`src/rtl/dcache_pkg.sv`:
```
package dcache_pkg;

  //////////////////////////////
  // sizes
  //////////////////////////////
  localparam int addr_width   = 32;
  localparam int data_width   = 64;
  localparam int offset_bits  = 3;
  localparam int num_ways     = 2;
  localparam int num_sets     = 16;
  localparam int index_bits   = 4;
  localparam int tag_bits     = addr_width - index_bits - offset_bits;
  localparam int queue_depth  = 4;

  // zero tag on the memory bus means no transaction
  localparam int mem_tag_bits = 4;

  //////////////////////////////
  // memory bus commands
  //////////////////////////////
  localparam logic [1:0] bus_none = 2'h0;
  localparam logic [1:0] bus_load = 2'h1;

  //////////////////////////////
  // address views
  //////////////////////////////
  typedef struct packed {
    logic [tag_bits-1:0]    tag;
    logic [index_bits-1:0]  index;
    logic [offset_bits-1:0] offset;
  } dcache_fields_t;

  // raw byte address, or split into tag / set / byte offset
  typedef union packed {
    logic [addr_width-1:0] raw;
    dcache_fields_t        fields;
  } dcache_addr_t;

endpackage

```
`src/rtl/miss_queue.sv`:
```
`timescale 1ns/100ps

module miss_queue (
  input  logic                                 clock,
  input  logic                                 reset,
  input  logic                                 lookup_miss,
  input  logic [dcache_pkg::addr_width-1:0]    rd_addr,
  output logic                                 refill_en,
  output logic [dcache_pkg::addr_width-1:0]    refill_addr,
  output logic [dcache_pkg::data_width-1:0]    refill_data,
  output logic [1:0]                           proc_mem_command,
  output logic [dcache_pkg::addr_width-1:0]    proc_mem_addr,
  input  logic [dcache_pkg::mem_tag_bits-1:0]  mem_response,
  input  logic [dcache_pkg::data_width-1:0]    mem_data,
  input  logic [dcache_pkg::mem_tag_bits-1:0]  mem_tag
);

  //////////////////////////////
  // queue state
  //////////////////////////////
  logic [dcache_pkg::tag_bits-1:0]     q_line_tag        [dcache_pkg::queue_depth];
  logic [dcache_pkg::tag_bits-1:0]     q_line_tag_next   [dcache_pkg::queue_depth];
  logic [dcache_pkg::index_bits-1:0]   q_line_index      [dcache_pkg::queue_depth];
  logic [dcache_pkg::index_bits-1:0]   q_line_index_next [dcache_pkg::queue_depth];
  logic [dcache_pkg::mem_tag_bits-1:0] q_mem_tag         [dcache_pkg::queue_depth];
  logic [dcache_pkg::mem_tag_bits-1:0] q_mem_tag_next    [dcache_pkg::queue_depth];
  logic [dcache_pkg::queue_depth-1:0]  q_done;
  logic [dcache_pkg::queue_depth-1:0]  q_done_next;

  // entries below tail are live, below send_ptr issued, below wait_ptr returned
  logic [$clog2(dcache_pkg::queue_depth):0] tail;
  logic [$clog2(dcache_pkg::queue_depth):0] tail_next;
  logic [$clog2(dcache_pkg::queue_depth):0] send_ptr;
  logic [$clog2(dcache_pkg::queue_depth):0] send_next;
  logic [$clog2(dcache_pkg::queue_depth):0] wait_ptr;
  logic [$clog2(dcache_pkg::queue_depth):0] wait_next;

  logic [$clog2(dcache_pkg::queue_depth)-1:0] send_idx;
  logic [$clog2(dcache_pkg::queue_depth)-1:0] wait_idx;

  dcache_pkg::dcache_addr_t miss_split;

  logic send_valid;
  logic accept;
  logic match;
  logic dup;

  // rebuild a word address from a queued line
  function automatic logic [dcache_pkg::addr_width-1:0] line_addr(
      input logic [dcache_pkg::tag_bits-1:0]   tag,
      input logic [dcache_pkg::index_bits-1:0] index);
    dcache_pkg::dcache_addr_t a;
    a.fields.tag    = tag;
    a.fields.index  = index;
    a.fields.offset = '0;
    return a.raw;
  endfunction

  assign miss_split.raw = rd_addr;
  assign send_idx = send_ptr[$clog2(dcache_pkg::queue_depth)-1:0];
  assign wait_idx = wait_ptr[$clog2(dcache_pkg::queue_depth)-1:0];

  //////////////////////////////
  // memory request
  //////////////////////////////
  assign send_valid       = send_ptr < tail;
  assign accept           = send_valid && (mem_response != '0);
  assign proc_mem_command = send_valid ? dcache_pkg::bus_load : dcache_pkg::bus_none;
  assign proc_mem_addr    = send_valid ? line_addr(q_line_tag[send_idx], q_line_index[send_idx])
                                       : '0;

  // loads come back in order, so only the oldest unanswered one can match
  assign match = (wait_ptr < send_ptr) && (mem_tag != '0) && (q_mem_tag[wait_idx] == mem_tag);

  always_comb begin
    dup = 1'b0;
    for (int i = 0; i < dcache_pkg::queue_depth; i++) begin
      if (i < tail && q_line_tag[i] == miss_split.fields.tag &&
          q_line_index[i] == miss_split.fields.index) begin
        dup = 1'b1;
      end
    end
  end

  //////////////////////////////
  // next state
  //////////////////////////////
  always_comb begin
    q_line_tag_next   = q_line_tag;
    q_line_index_next = q_line_index;
    q_mem_tag_next    = q_mem_tag;
    q_done_next       = q_done;
    tail_next         = tail;
    send_next         = send_ptr;
    wait_next         = wait_ptr;

    if (match) begin
      q_done_next[wait_idx] = 1'b1;
      wait_next = wait_next + 1'b1;
    end

    // a returned head leaves one cycle after its match
    if (q_done[0]) begin
      for (int i = 0; i < dcache_pkg::queue_depth - 1; i++) begin
        q_line_tag_next[i]   = q_line_tag_next[i+1];
        q_line_index_next[i] = q_line_index_next[i+1];
        q_mem_tag_next[i]    = q_mem_tag_next[i+1];
        q_done_next[i]       = q_done_next[i+1];
      end
      q_done_next[dcache_pkg::queue_depth-1] = 1'b0;
      tail_next = tail_next - 1'b1;
      send_next = send_next - 1'b1;
      wait_next = wait_next - 1'b1;
    end

    // accepted entry sits at send_next once the shift is applied
    if (accept) begin
      q_mem_tag_next[send_next[$clog2(dcache_pkg::queue_depth)-1:0]] = mem_response;
      send_next = send_next + 1'b1;
    end

    if (lookup_miss && !dup && tail_next < dcache_pkg::queue_depth) begin
      q_line_tag_next[tail_next[$clog2(dcache_pkg::queue_depth)-1:0]]   = miss_split.fields.tag;
      q_line_index_next[tail_next[$clog2(dcache_pkg::queue_depth)-1:0]] = miss_split.fields.index;
      q_done_next[tail_next[$clog2(dcache_pkg::queue_depth)-1:0]]       = 1'b0;
      tail_next = tail_next + 1'b1;
    end
  end

  always_ff @(posedge clock) begin
    if (reset) begin
      q_done    <= '0;
      tail      <= '0;
      send_ptr  <= '0;
      wait_ptr  <= '0;
      refill_en <= 1'b0;
    end else begin
      q_done    <= q_done_next;
      tail      <= tail_next;
      send_ptr  <= send_next;
      wait_ptr  <= wait_next;
      refill_en <= match;
    end
  end

  always_ff @(posedge clock) begin
    q_line_tag   <= q_line_tag_next;
    q_line_index <= q_line_index_next;
    q_mem_tag    <= q_mem_tag_next;
    if (match) begin
      refill_addr <= line_addr(q_line_tag[wait_idx], q_line_index[wait_idx]);
      refill_data <= mem_data;
    end
  end

endmodule

```
`config.mk`:
```
export PLATFORM = sky130hd
export DESIGN_NAME = miss_queue
export DESIGN_NICKNAME = d
export VERILOG_FILES = /design/src/rtl/dcache_pkg.sv /design/src/rtl/miss_queue.sv
export SDC_FILE = /design/constraint.sdc
export NUM_CORES = 1
export LEC_CHECK = 0
export ABC_AREA = 1
export CAP_MARGIN = 15
export CORE_AREA = 2 2 178 180
export CTS_BUF_LIST = sky130_fd_sc_hd__clkbuf_4 sky130_fd_sc_hd__clkbuf_8 sky130_fd_sc_hd__clkbuf_16
export CTS_CLUSTER_DIAMETER = 60
export DETAILED_ROUTE_END_ITERATION = 8
export DIE_AREA = 0 0 180 182
export DONT_BUFFER_PORTS = 1
export PLACE_DENSITY = 0.67
export SETUP_SLACK_MARGIN = 0.02
export SLEW_MARGIN = 20
export SYNTH_ARGS = -nofsm -noshare
export SYNTH_HDL_FRONTEND = slang
export SYNTH_SLANG_ARGS = --single-unit
```
`constraint.sdc`:
```
create_clock -name clock -period 6.6 [get_ports clock]
set_input_delay 1.32 -clock clock [delete_from_list [all_inputs] [get_ports clock]]
set_output_delay 1.32 -clock clock [all_outputs]
set_load 0.005 [all_outputs]
```
# Word level (Yosys, flattened, before mapping)
# Cells that the tools add are included.
op_classes:
  bitwise_logic: 7
  n_eq_ne: 9
  n_mux: 49
  addsub: 6
  reduce_logical: 20
  magnitude_cmp: 17
ops:
  columns: ["operator", "count"]
  rows:
  - ["$mux 25", 5]
  - ["$bmux 25 s2", 2]
  - ["$bwmux 100", 1]
  - ["$eq 25x25->1", 4]
  - ["$mux 100", 1]
  - ["$mux 75", 1]
  - ["$demux 25 s2", 1]
  - ["$mux 4", 11]
  - ["$bwmux 16", 2]
  - ["$mux 16", 2]
  - ["$mux 32", 1]
  - ["$bmux 4 s2", 3]
  - ["$mux 12", 2]
  - ["$eq 4x4->1", 5]
  - ["$mux 3", 6]
  - ["$logic_and 1x1->1", 17]
  - ["$demux 4 s2", 2]
  - ["$ge 3x3->1 const B", 4]
  - ["$not 2->3", 4]
  - ["$add 3x1->3 const B", 3]
  - ["$sub 3x1->3 const B", 3]
  - ["$reduce_bool 4->1", 2]
  - ["$mux 1", 7]
  - ["$lt 1x3->1 const A", 2]
  - ["other kinds (11)", 17]
word_totals:
  output_inout_bits: 131
  inputBits: 107
  wordCells: 127
  regBits: 239

# Logic depth before layout (Yosys ltp)
# Gate-level depths: netlist of the first run.
logic_depth:
  ltp_word: 11
  mapped_depth: 18
  depth_no_buf: 16

# Least setup slack after synthesis of the first run
# Ideal clock, no wire load.
synth_path:
  path_kind: "register to register"
  startpoint: "reg send_ptr[1] (netlist bit)"
  endpoint: "reg q_done[2] (netlist bit)"
  path_buffers: 2
  setup_slack_ps: 2421
  t_required_ps: 6536
  stages_incl_launch_ff: 15
  setup_time_ps: 64
  arrival_ps: 4116
  synth_period_minus_slack_ps: 4179
  cell_sequence: "dfxtp_1 -> clkbuf_1 -> clkinv_1 -> buf_1 -> ha_1 -> nand2_1 -> o21a_1 -> nand3_1 -> nor2_1 -> nand2_1 -> inv_1 -> nand2_1 -> nand3_1 -> nand2_1 -> nor2_1"
synth_via:
  elab_chain_cells: 7
synth_rtl:
  columns: ["element", "line_no", "rtl"]
  rows:
  - ["start, declared", "miss_queue.sv:33", "logic [$clog2(dcache_pkg::queue_depth):0] send_ptr;"]
  - ["start signal, assigned", "miss_queue.sv:140", "send_ptr <= send_next;"]
  - ["$lt 3x3->1 (*)", "miss_queue.sv:73", "assign match = (wait_ptr < send_ptr) && (mem_tag != '0) && (q_mem_tag[wait_idx] == mem_tag);"]
  - ["$logic_and 1x1->1 (*) (2 in a row)", "miss_queue.sv:73", null]
  - ["net match", "miss_queue.sv:45", "logic match;"]
  - ["$mux 4 (*)", "miss_queue.sv:97", "if (match) begin"]
  - ["$mux 4 (*)", "miss_queue.sv:103", "if (q_done[0]) begin"]
  - ["$and 4x4->4 (no source line)", null, null]
  - ["$mux 4 (*)", "miss_queue.sv:122", "if (lookup_miss && !dup && tail_next < dcache_pkg::queue_depth) begin"]
  - ["end signal, assigned", "miss_queue.sv:138", "q_done <= q_done_next;"]
  - ["end, declared", "miss_queue.sv:27", "logic [dcache_pkg::queue_depth-1:0] q_done;"]
# The timed path passes the listed nets; every way through them passes the cells marked *.
# A chain may end at the register's enable or synchronous reset.

# Worst setup path after layout of the first run
layout_path:
  startpoint: "reg send_ptr[1] (netlist bit)"
  endpoint: "out proc_mem_addr[30] (netlist bit)"
layout_via:
  elab_chain_cells: 5
  elab_cells_between_ends: 6
  cone_classes: "1 x order compare; 4 x mux; 1 x bitwise"
layout_rtl:
  columns: ["element", "line_no", "rtl"]
  rows:
  - ["$not 2->3 (implied by the code)", "miss_queue.sv:69", "assign proc_mem_addr = send_valid ? line_addr(q_line_tag[send_idx], q_line_index[send_idx])"]
  - ["$bmux 25 s2", "miss_queue.sv:69", null]
  - ["$mux 25 (implied by the code) (2 in a row)", "miss_queue.sv:69", null]
  - ["$mux 32 (*)", "miss_queue.sv:69", null]
  - ["end, declared", "miss_queue.sv:12", "output logic [dcache_pkg::addr_width-1:0] proc_mem_addr,"]
# Every way passes the cells marked *; elsewhere a longest branch is shown, timed or not. The select of a mux whose other input is x is not followed.

==> results_tabular.tex, run 1 <==
\begin{tabular}{lr}
\hline
Metric & Value \\
\hline
\multicolumn{2}{l}{\textbf{Floorplanning}} \\
\quad Starting density of the core & 44.2\% \\
\quad Height of the die & 182 um \\
\quad Core region area & 31000 um2 \\
\quad DIE WIDTH & 180 um \\
\quad Row count & 65 \\
\quad Die ar. & 32800 um2 \\
\quad Number of top-level pins & 238 \\
\multicolumn{2}{l}{\textbf{Placed design}} \\
\quad Placer's final routability congestion estimate & 0.913 \\
\quad Detail Placement HPWL & 28200 um \\
\quad Number of buffers inserted by port buffering & 0 \\
\quad Number of cells in the design after placement & 2244 \\
\multicolumn{2}{l}{\textbf{GRT}} \\
\quad Largest net degree at the start of global routing & 90 \\
\quad Number of global-route vias before repair & 11400 \\
\quad Total gr overflow & 0 \\
\quad Global-route wire length before repair & 66500 um \\
\quad Aggregate global-route resource usage & 25.5\% \\
\quad Initial antenna violation count & 1 \\
\multicolumn{2}{l}{\textbf{Synth}} \\
\quad Synthesized area divided by synthesized cell count & 7.08 um2 \\
\quad Count of flip-flops with a built-in enable after synthesis & 126 \\
\quad Leading cell types by total area after synthesis & edfxtp\_1, nand2\_1, dfxtp\_1 \\
\quad Synth Area in Simple Gates & 25.0\% \\
\quad Dominant synthesized flop cell & edfxtp\_1 \\
\quad Cell taking the most area after synthesis & edfxtp\_1 \\
\quad Multiplexer share of the synthesized area & 0\% \\
\quad Synth Area in Adders & 1.83\% \\
\quad Synth cell types & 33 \\
\quad Netlist Area Pre-Place & 13700 um2 \\
\quad Fraction of synthesis flops using an asynchronous set or reset pin & 0\% \\
\quad Combinational family with the most area after synthesis & simple AND/OR/NAND/NOR gates \\
\quad Area share of the leading cell type in the synthesized netlist & 27.7\% \\
\quad Post-synthesis share of cell area spent on xor and xnor gates & 3.46\% \\
\quad Share of the yosys chip area belonging to registers & 44.2\% \\
\quad Fraction of the mapped netlist area in compound gates & 17.5\% \\
\quad Number of synthesized register bits & 239 \\
\quad Synthesis warning total & 0 \\
\quad Number of cells produced by synthesis & 1932 \\
\multicolumn{2}{l}{\textbf{Timing}} \\
\quad Worst relative slew slack & 29.3\% \\
\quad Period minus WS final & 4230 ps \\
\quad Setup skew after layout & 30.3 ps \\
\quad Setup repair after global routing missed its margin & no \\
\quad Slew Limit Fails & 0 \\
\quad Number of hold violations in the final report & 0 \\
\quad F\_max & 236 MHz \\
\quad Number of failing setup endpoints in the final timing report & 0 \\
\quad Measured slew at the worst slew-check pin & 1060 ps \\
\quad Period utilisation layout & 64.2\% \\
\quad Total Negative Setup Slacks & 0 ps \\
\multicolumn{2}{l}{\textbf{Worst setup path}} \\
\quad Launch point of the worst path & send\_ptr[1] \\
\quad CP max stage cell & buf\_4 \\
\quad Path type of the worst setup path & reg2out \\
\quad Arrival time reported for the critical path endpoint & 2910 ps \\
\quad Type of element launching the critical path & flip-flop \\
\quad Biggest cell delay along the critical path & 540 ps \\
\quad Worst path top cell family by delay & buffers and inverters \\
\quad Critical path capture point type & output pin \\
\quad Required time of the critical path & 5280 ps \\
\quad R2R Path Start & send\_ptr[1] \\
\quad Ordered cell list for the critical path & buf\_4 > ha\_1 > a21oi\_1 > o21ai\_4 > buf\_4 > a21oi\_1 \\
\quad Maximum net fanout on the critical path & 45 \\
\quad Count of buffering cells on the critical path with inverters included & 2 \\
\multicolumn{2}{l}{\textbf{Route}} \\
\quad Number of violations reported at the end of detailed-routing iteration 0 & 1250 \\
\quad Total routed wirelength & 43100 um \\
\quad \# DRC & 0 \\
\quad Routed wire per std cell & 18.7 um \\
\quad Remaining antenna violation count & 0 \\
\quad Via total after detailed routing & 12700 \\
\quad Drt via density & 5.52 \\
\quad Detailed Routing Iterations Pass 1 & 6 \\
\multicolumn{2}{l}{\textbf{Clocking}} \\
\quad Count of buffers added by post-CTS timing repair for setup & 0 \\
\quad Latest clock arrival within the worst-skew pair & 580 ps \\
\quad Max H-tree Level & 1 \\
\quad TritonCTS clock tree & built \\
\quad Number of clock buffers inserted by TritonCTS & 30 \\
\quad Number of sinks driven by the clock tree & 239 \\
\quad Number of buffers inserted by hold repair at cts & 0 \\
\quad Bufs on Longest Clock Path & 3 \\
\quad Root buf cell & clkbuf\_16 \\
\quad Post-CTS Resized & 0 \\
\quad Clock-pin transition on the worst setup and hold timing paths & 60 ps \\
\multicolumn{2}{l}{\textbf{Run status}} \\
\quad Status & finished clean \\
\multicolumn{2}{l}{\textbf{Final layout}} \\
\quad Ant diodes & 0 \\
\quad Number of nets in the final layout & 2001 \\
\quad Area Growth Syn to Fin & 8.13\% \\
\quad Share of post-route cells with drive strength above 1 & 4.64\% \\
\quad Total area of multi-input combinational cells & 6580 um2 \\
\quad Non-filler cells in the finished layout & 2300 \\
\quad Number of filler instances in the final layout & 3009 \\
\quad Area of all sequential standard cells & 6050 um2 \\
\multicolumn{2}{l}{\textbf{Pwr}} \\
\quad Standby leakage power & 6.22 nW \\
\quad IR Drop Worst-Case VDD & 0.271 mV \\
\quad Power Dens Cells & 477 nW/um2 \\
\multicolumn{2}{l}{\textbf{Worst hold path}} \\
\quad Worst Min Path Start & q\_mem\_tag[14] \\
\quad Hold Crit Class & reg2reg \\
\multicolumn{2}{l}{\textbf{Flow run}} \\
\quad \# Max-Cap Violations & 0 \\
\hline
\end{tabular}
placed cells by master, fill, tap and decap left out:
cell type,n
clkbuf_16,30
clkinv_4,1
nor2_2,1
o211ai_1,14
nor2_4,1
o22ai_1,1
or2_0,1
dfxtp_2,2
inv_6,3
clkbuf_4,8
clkinv_1,9
o21ai_0,263
nand2_4,1
a21oi_1,172
inv_1,137
conb_1,7
dfxtp_1,110
clkinv_16,1
a31oi_1,12
nor2_1,79
edfxtp_1,126
buf_4,17
o21ai_1,5
xor2_1,16
o21ai_4,1
nand3b_1,2
nand2_2,1
ha_1,20
xnor2_1,38
nand3_1,40
dfxtp_4,1
clkbuf_8,3
inv_2,12
and2_1,2
nand2_1,749
inv_4,1
clkinv_2,4
o21a_1,1
nand4_1,6
synthesized netlist by cell type (5+ instances only):
cell type,n
nand2_1,749
o21ai_0,263
a21oi_1,172
inv_1,141
edfxtp_1,126
dfxtp_1,113
nor2_1,79
clkbuf_1,70
nand3_1,40
xnor2_1,38
ha_1,20
buf_2,18
xor2_1,16
o211ai_1,14
a31oi_1,12
inv_2,10
buf_1,9
buf_4,9
nand4_1,6
o21ai_1,6
buf_6,5
worst register-to-register path: stages, from the launching register on:
cell	delay (ps)
dfxtp_2	310
buf_4	540
clkinv_1	220
ha_1	250
a21oi_1	160
o21a_1	180
nand3_1	80
nor2_1	210
nand2_1	230
inv_4	650
buf_4	430
stage by stage:
stage | hold slack, ps | utilization [%] | setup slack (ps) | instance area, um2 | total power, mW
6_report | 484 | 47.7 | 2370 | 14800 | 7.06
4_1_cts | 476 | 47.7 | 2320 | 14800 | 7.05
2_1_floorplan | 449 | - | 2420 | 13700 | 4.58
3_3_place_gp | 460 | 44.7 | 2970 | 13800 | 5.35
5_1_grt | 506 | 47.7 | 2230 | 14800 | 7.60
3_5_place_dp | 468 | 44.7 | 2960 | 13800 | 5.45
cell families after synthesis:
family / count (synthesis)
fa+ha+maj: 20
buf+inv: 266
compound gates: 469
flops: 239
other cells: 1
simple gates: 883
xor+xnor: 54
final timing paths:
| check | cells past startpoint | slack, ps | endpoint |
|---|---|---|---|
| worst max register to register | 10 | 3010 | refill_addr[17] |
| worst min-delay path | 2 | 480 | q_mem_tag[14] |
| worst min register to register | 2 | 480 | q_mem_tag[14] |
| worst max-delay path | 6 | 2370 | proc_mem_addr[30] |
layer usage:
layer | share of wire, % | GRT usage [%]
met5 | 0 | 0
met4 | 3.1 | 8.39
met3 | 9.9 | 5.72
met2 | 45 | 41.6
met1 | 42 | 33.6
where the power goes:
group	switching, mW	internal, mW	leakage, nW	total [mW]
logic	2.17	0.918	3.66	3.09
clock network	0.667	0.908	0.480	1.58
registers	0.349	2.05	2.08	2.39
total	3.19	3.87	6.22	7.06
final cells by class:
cell class | count | area share (%)
multi-input cells | 1433 | 44.4
flip-flops and latches | 239 | 40.9
clock buffers | 41 | 5.76
inverters | 153 | 3.91
well taps | 402 | 3.40
repair buffers | 17 | 0.863
clock inverters | 15 | 0.719
Note: power is estimated with default switching activity, not from simulation.
==> inputs of run 2 (changes only) <==
ABC_AREA = 0   (was 1)
CORE_AREA = 2 2 169 171   (was 2 2 178 180)
DIE_AREA = 0 0 171 173   (was 0 0 180 182)
clock period = 4.1 ns   (was 6.6 ns; I/O delays follow)
==> run 2 against run 1 <==
Net effect:
- critical path depth is the same
- routed wire length shrank 28%
- global-route usage shrank 5.1 points
- register-to-register slack lost 2000 ps
- non-clock buffer count down 7
- flip-flop and latch count unchanged
- cell count down 45%
- largest cell class is now registers
==> results_tabular.tex, run 2 <==
\begin{tabular}{lr}
\hline
Metric & Value \\
\hline
\multicolumn{2}{l}{\textbf{Run status}} \\
\quad Status & finished clean \\
\multicolumn{2}{l}{\textbf{Clocking}} \\
\quad Count of buffers added by post-CTS timing repair for setup & 0 \\
\quad TritonCTS clock tree & built \\
\quad Max H-tree Level & 1 \\
\quad Clock-pin transition on the worst setup and hold timing paths & 60 ps \\
\quad Root buf cell & clkbuf\_16 \\
\quad Number of clock buffers inserted by TritonCTS & 28 \\
\quad Number of sinks driven by the clock tree & 239 \\
\quad Bufs on Longest Clock Path & 3 \\
\quad Latest clock arrival within the worst-skew pair & 550 ps \\
\quad Number of buffers inserted by hold repair at cts & 0 \\
\quad Post-CTS Resized & 0 \\
\multicolumn{2}{l}{\textbf{Worst setup path}} \\
\quad Path type of the worst setup path & reg2out \\
\quad Critical path capture point type & output pin \\
\quad Maximum net fanout on the critical path & 19 \\
\quad Arrival time reported for the critical path endpoint & 2640 ps \\
\quad Required time of the critical path & 3280 ps \\
\quad Type of element launching the critical path & flip-flop \\
\multicolumn{2}{l}{\textbf{Route}} \\
\quad Remaining antenna violation count & 0 \\
\quad Detailed Routing Iterations Pass 1 & 5 \\
\quad Total routed wirelength & 31200 um \\
\quad Number of violations reported at the end of detailed-routing iteration 0 & 415 \\
\quad Drt via density & 5.60 \\
\quad Via total after detailed routing & 7051 \\
\quad \# DRC & 0 \\
\quad Routed wire per std cell & 24.8 um \\
\multicolumn{2}{l}{\textbf{Synth}} \\
\quad Number of synthesized register bits & 239 \\
\quad Area share of the leading cell type in the synthesized netlist & 30.7\% \\
\quad Count of flip-flops with a built-in enable after synthesis & 126 \\
\quad Leading cell types by total area after synthesis & edfxtp\_1, dfxtp\_1, mux4\_2 \\
\quad Fraction of synthesis flops using an asynchronous set or reset pin & 0\% \\
\quad Share of the yosys chip area belonging to registers & 49.0\% \\
\quad Synthesized area divided by synthesized cell count & 13.9 um2 \\
\quad Dominant synthesized flop cell & edfxtp\_1 \\
\quad Number of cells produced by synthesis & 887 \\
\quad Synthesis warning total & 0 \\
\quad Most repeated cell in the gate-level netlist after synthesis & edfxtp\_1 \\
\quad Synth cell types & 45 \\
\quad Netlist Area Pre-Place & 12300 um2 \\
\quad Top cell types by occurrence after synthesis & edfxtp\_1, dfxtp\_1, xor2\_1 \\
\quad Cell taking the most area after synthesis & edfxtp\_1 \\
\multicolumn{2}{l}{\textbf{GRT}} \\
\quad Initial antenna violation count & 1 \\
\quad Aggregate global-route resource usage & 20.4\% \\
\quad Largest net degree at the start of global routing & 94 \\
\quad Global-route wire length before repair & 45100 um \\
\quad Total gr overflow & 0 \\
\quad Number of global-route vias before repair & 7005 \\
\multicolumn{2}{l}{\textbf{Placed design}} \\
\quad Post-Place Worst Slack & 814 ps \\
\quad Detail Placement HPWL & 21800 um \\
\quad Placed instance area & 12500 um2 \\
\quad Placer's final routability congestion estimate & 0.877 \\
\quad Number of buffers inserted by port buffering & 0 \\
\multicolumn{2}{l}{\textbf{Final layout}} \\
\quad Number of nets in the final layout & 984 \\
\quad Core occupancy in the finished layout & 48.8\% \\
\quad Final Cell Area & 13500 um2 \\
\quad Share of post-route cells with drive strength above 1 & 24.8\% \\
\quad Area Growth Syn to Fin & 9.29\% \\
\quad Most frequent cells in the layout & edfxtp\_1, dfxtp\_1, xor2\_1 \\
\quad Area of all sequential standard cells & 6050 um2 \\
\quad Total area of multi-input combinational cells & 5820 um2 \\
\quad Number of filler instances in the final layout & 2411 \\
\quad Most common cell after layout, fill and taps aside & edfxtp\_1 \\
\multicolumn{2}{l}{\textbf{Timing}} \\
\quad Period utilisation layout & 84.5\% \\
\quad Setup repair after global routing missed its margin & no \\
\quad Total Negative Setup Slacks & 0 ps \\
\quad Number of failing setup endpoints in the final timing report & 0 \\
\quad F\_max & 289 MHz \\
\quad Measured slew at the worst slew-check pin & 1050 ps \\
\quad Worst relative slew slack & 29.7\% \\
\quad Period minus WS final & 3460 ps \\
\quad Slew Limit Fails & 0 \\
\quad Number of hold violations in the final report & 0 \\
\quad Setup skew after layout & 20.4 ps \\
\quad Least setup slack across all paths after layout & 636 ps \\
\multicolumn{2}{l}{\textbf{Pwr}} \\
\quad Power Dens Cells & 692 nW/um2 \\
\quad IR Drop Worst-Case VDD & 0.310 mV \\
\quad Standby leakage power & 4.57 nW \\
\multicolumn{2}{l}{\textbf{Flow run}} \\
\quad \# Max-Cap Violations & 0 \\
\multicolumn{2}{l}{\textbf{Floorplanning}} \\
\quad Starting density of the core & 44.6\% \\
\quad Height of the die & 173 um \\
\quad Row count & 61 \\
\quad Number of top-level pins & 238 \\
\quad Die ar. & 29600 um2 \\
\quad DIE WIDTH & 171 um \\
\quad Core region area & 27600 um2 \\
\multicolumn{2}{l}{\textbf{Worst hold path}} \\
\quad Hold Crit Class & in2reg \\
\hline
\end{tabular}
==> run 2: cell types whose count changed in the layout (fill, tap and decap cells not counted), sizes merged, moves of 62 or more <==
cell / before / now
a21oi: 172 / 20
inv: 153 / 19
mux2: 0 / 164
mux4: 0 / 62
nand2: 751 / 11
o21ai: 269 / 1
xor2: 16 / 86
==> run 2: path summary, 6_finish.rpt <==
path / startpoint / endpoint / slack (ps) / cells past startpoint
worst max-delay path: send_ptr[1] / proc_mem_addr[31] / 640 / 6
worst min-delay path: reset / wait_ptr[0] / 320 / 1
worst max register to register: q_done[0] / flip-flop / 1040 / 7
worst min register to register: q_done[1] / q_done[0] / 470 / 2
==> run 2: per-layer routing <==
layer	vias to the layer above	track usage [%]	wire, um
li1	3217	-	-
met1	3507	25.8	12900
met2	280	34.5	15200
met3	47	4.83	2340
met4	0	6.04	774
met5	-	0	0
==> run 2: where the power goes <==
group / internal [mW] / switching, mW / leakage [nW]
clock network: 1.56 / 0.991 / 0.478
logic: 1.62 / 1.34 / 2.00
registers: 3.17 / 0.645 / 2.08
total: 6.36 / 2.97 / 4.57
==> run 2: cells by family after synthesis <==
family	count (synthesis)	share of synthesized area (%)
muxes	253	28.5
DFF	239	49.0
xor gates and xnor gates	125	8.88
and+or+nand+nor	122	5.61
buffers and inverters	93	3.97
AOI/OAI and AO/OA	34	1.96
adders and majority gates	20	2.03
other	1	0.0304
==> run 2: metrics by stage <==
stage                     hold WS (ps)  power [mW]  cells
after floorplan                    458        6.04    893
after global placement             451        6.75   1205
after detailed placement           457        6.83   1205
after CTS                          292        9.42   1257
after global routing               304        9.83   1258
final                              323        9.33   1258
==> run 2: area by class of cell <==
cell class / instances / share of cell area, %
clock inverters: 16 / 1.25
diodes: 1 / 0.0186
flip-flops and latches: 239 / 44.9
inverters: 17 / 0.473
clock buffers: 36 / 5.91
repair buffers: 10 / 0.743
multi-input cells: 561 / 43.2
well taps: 378 / 3.51
==> run 2: critical path, cell delays in order (launching register included) <==
cell and delay, ps:
dfxtp_1 340, buf_4 290, ha_1 290, a21o_1 150, a21o_1 360, buf_4 330
nor2b_1 320
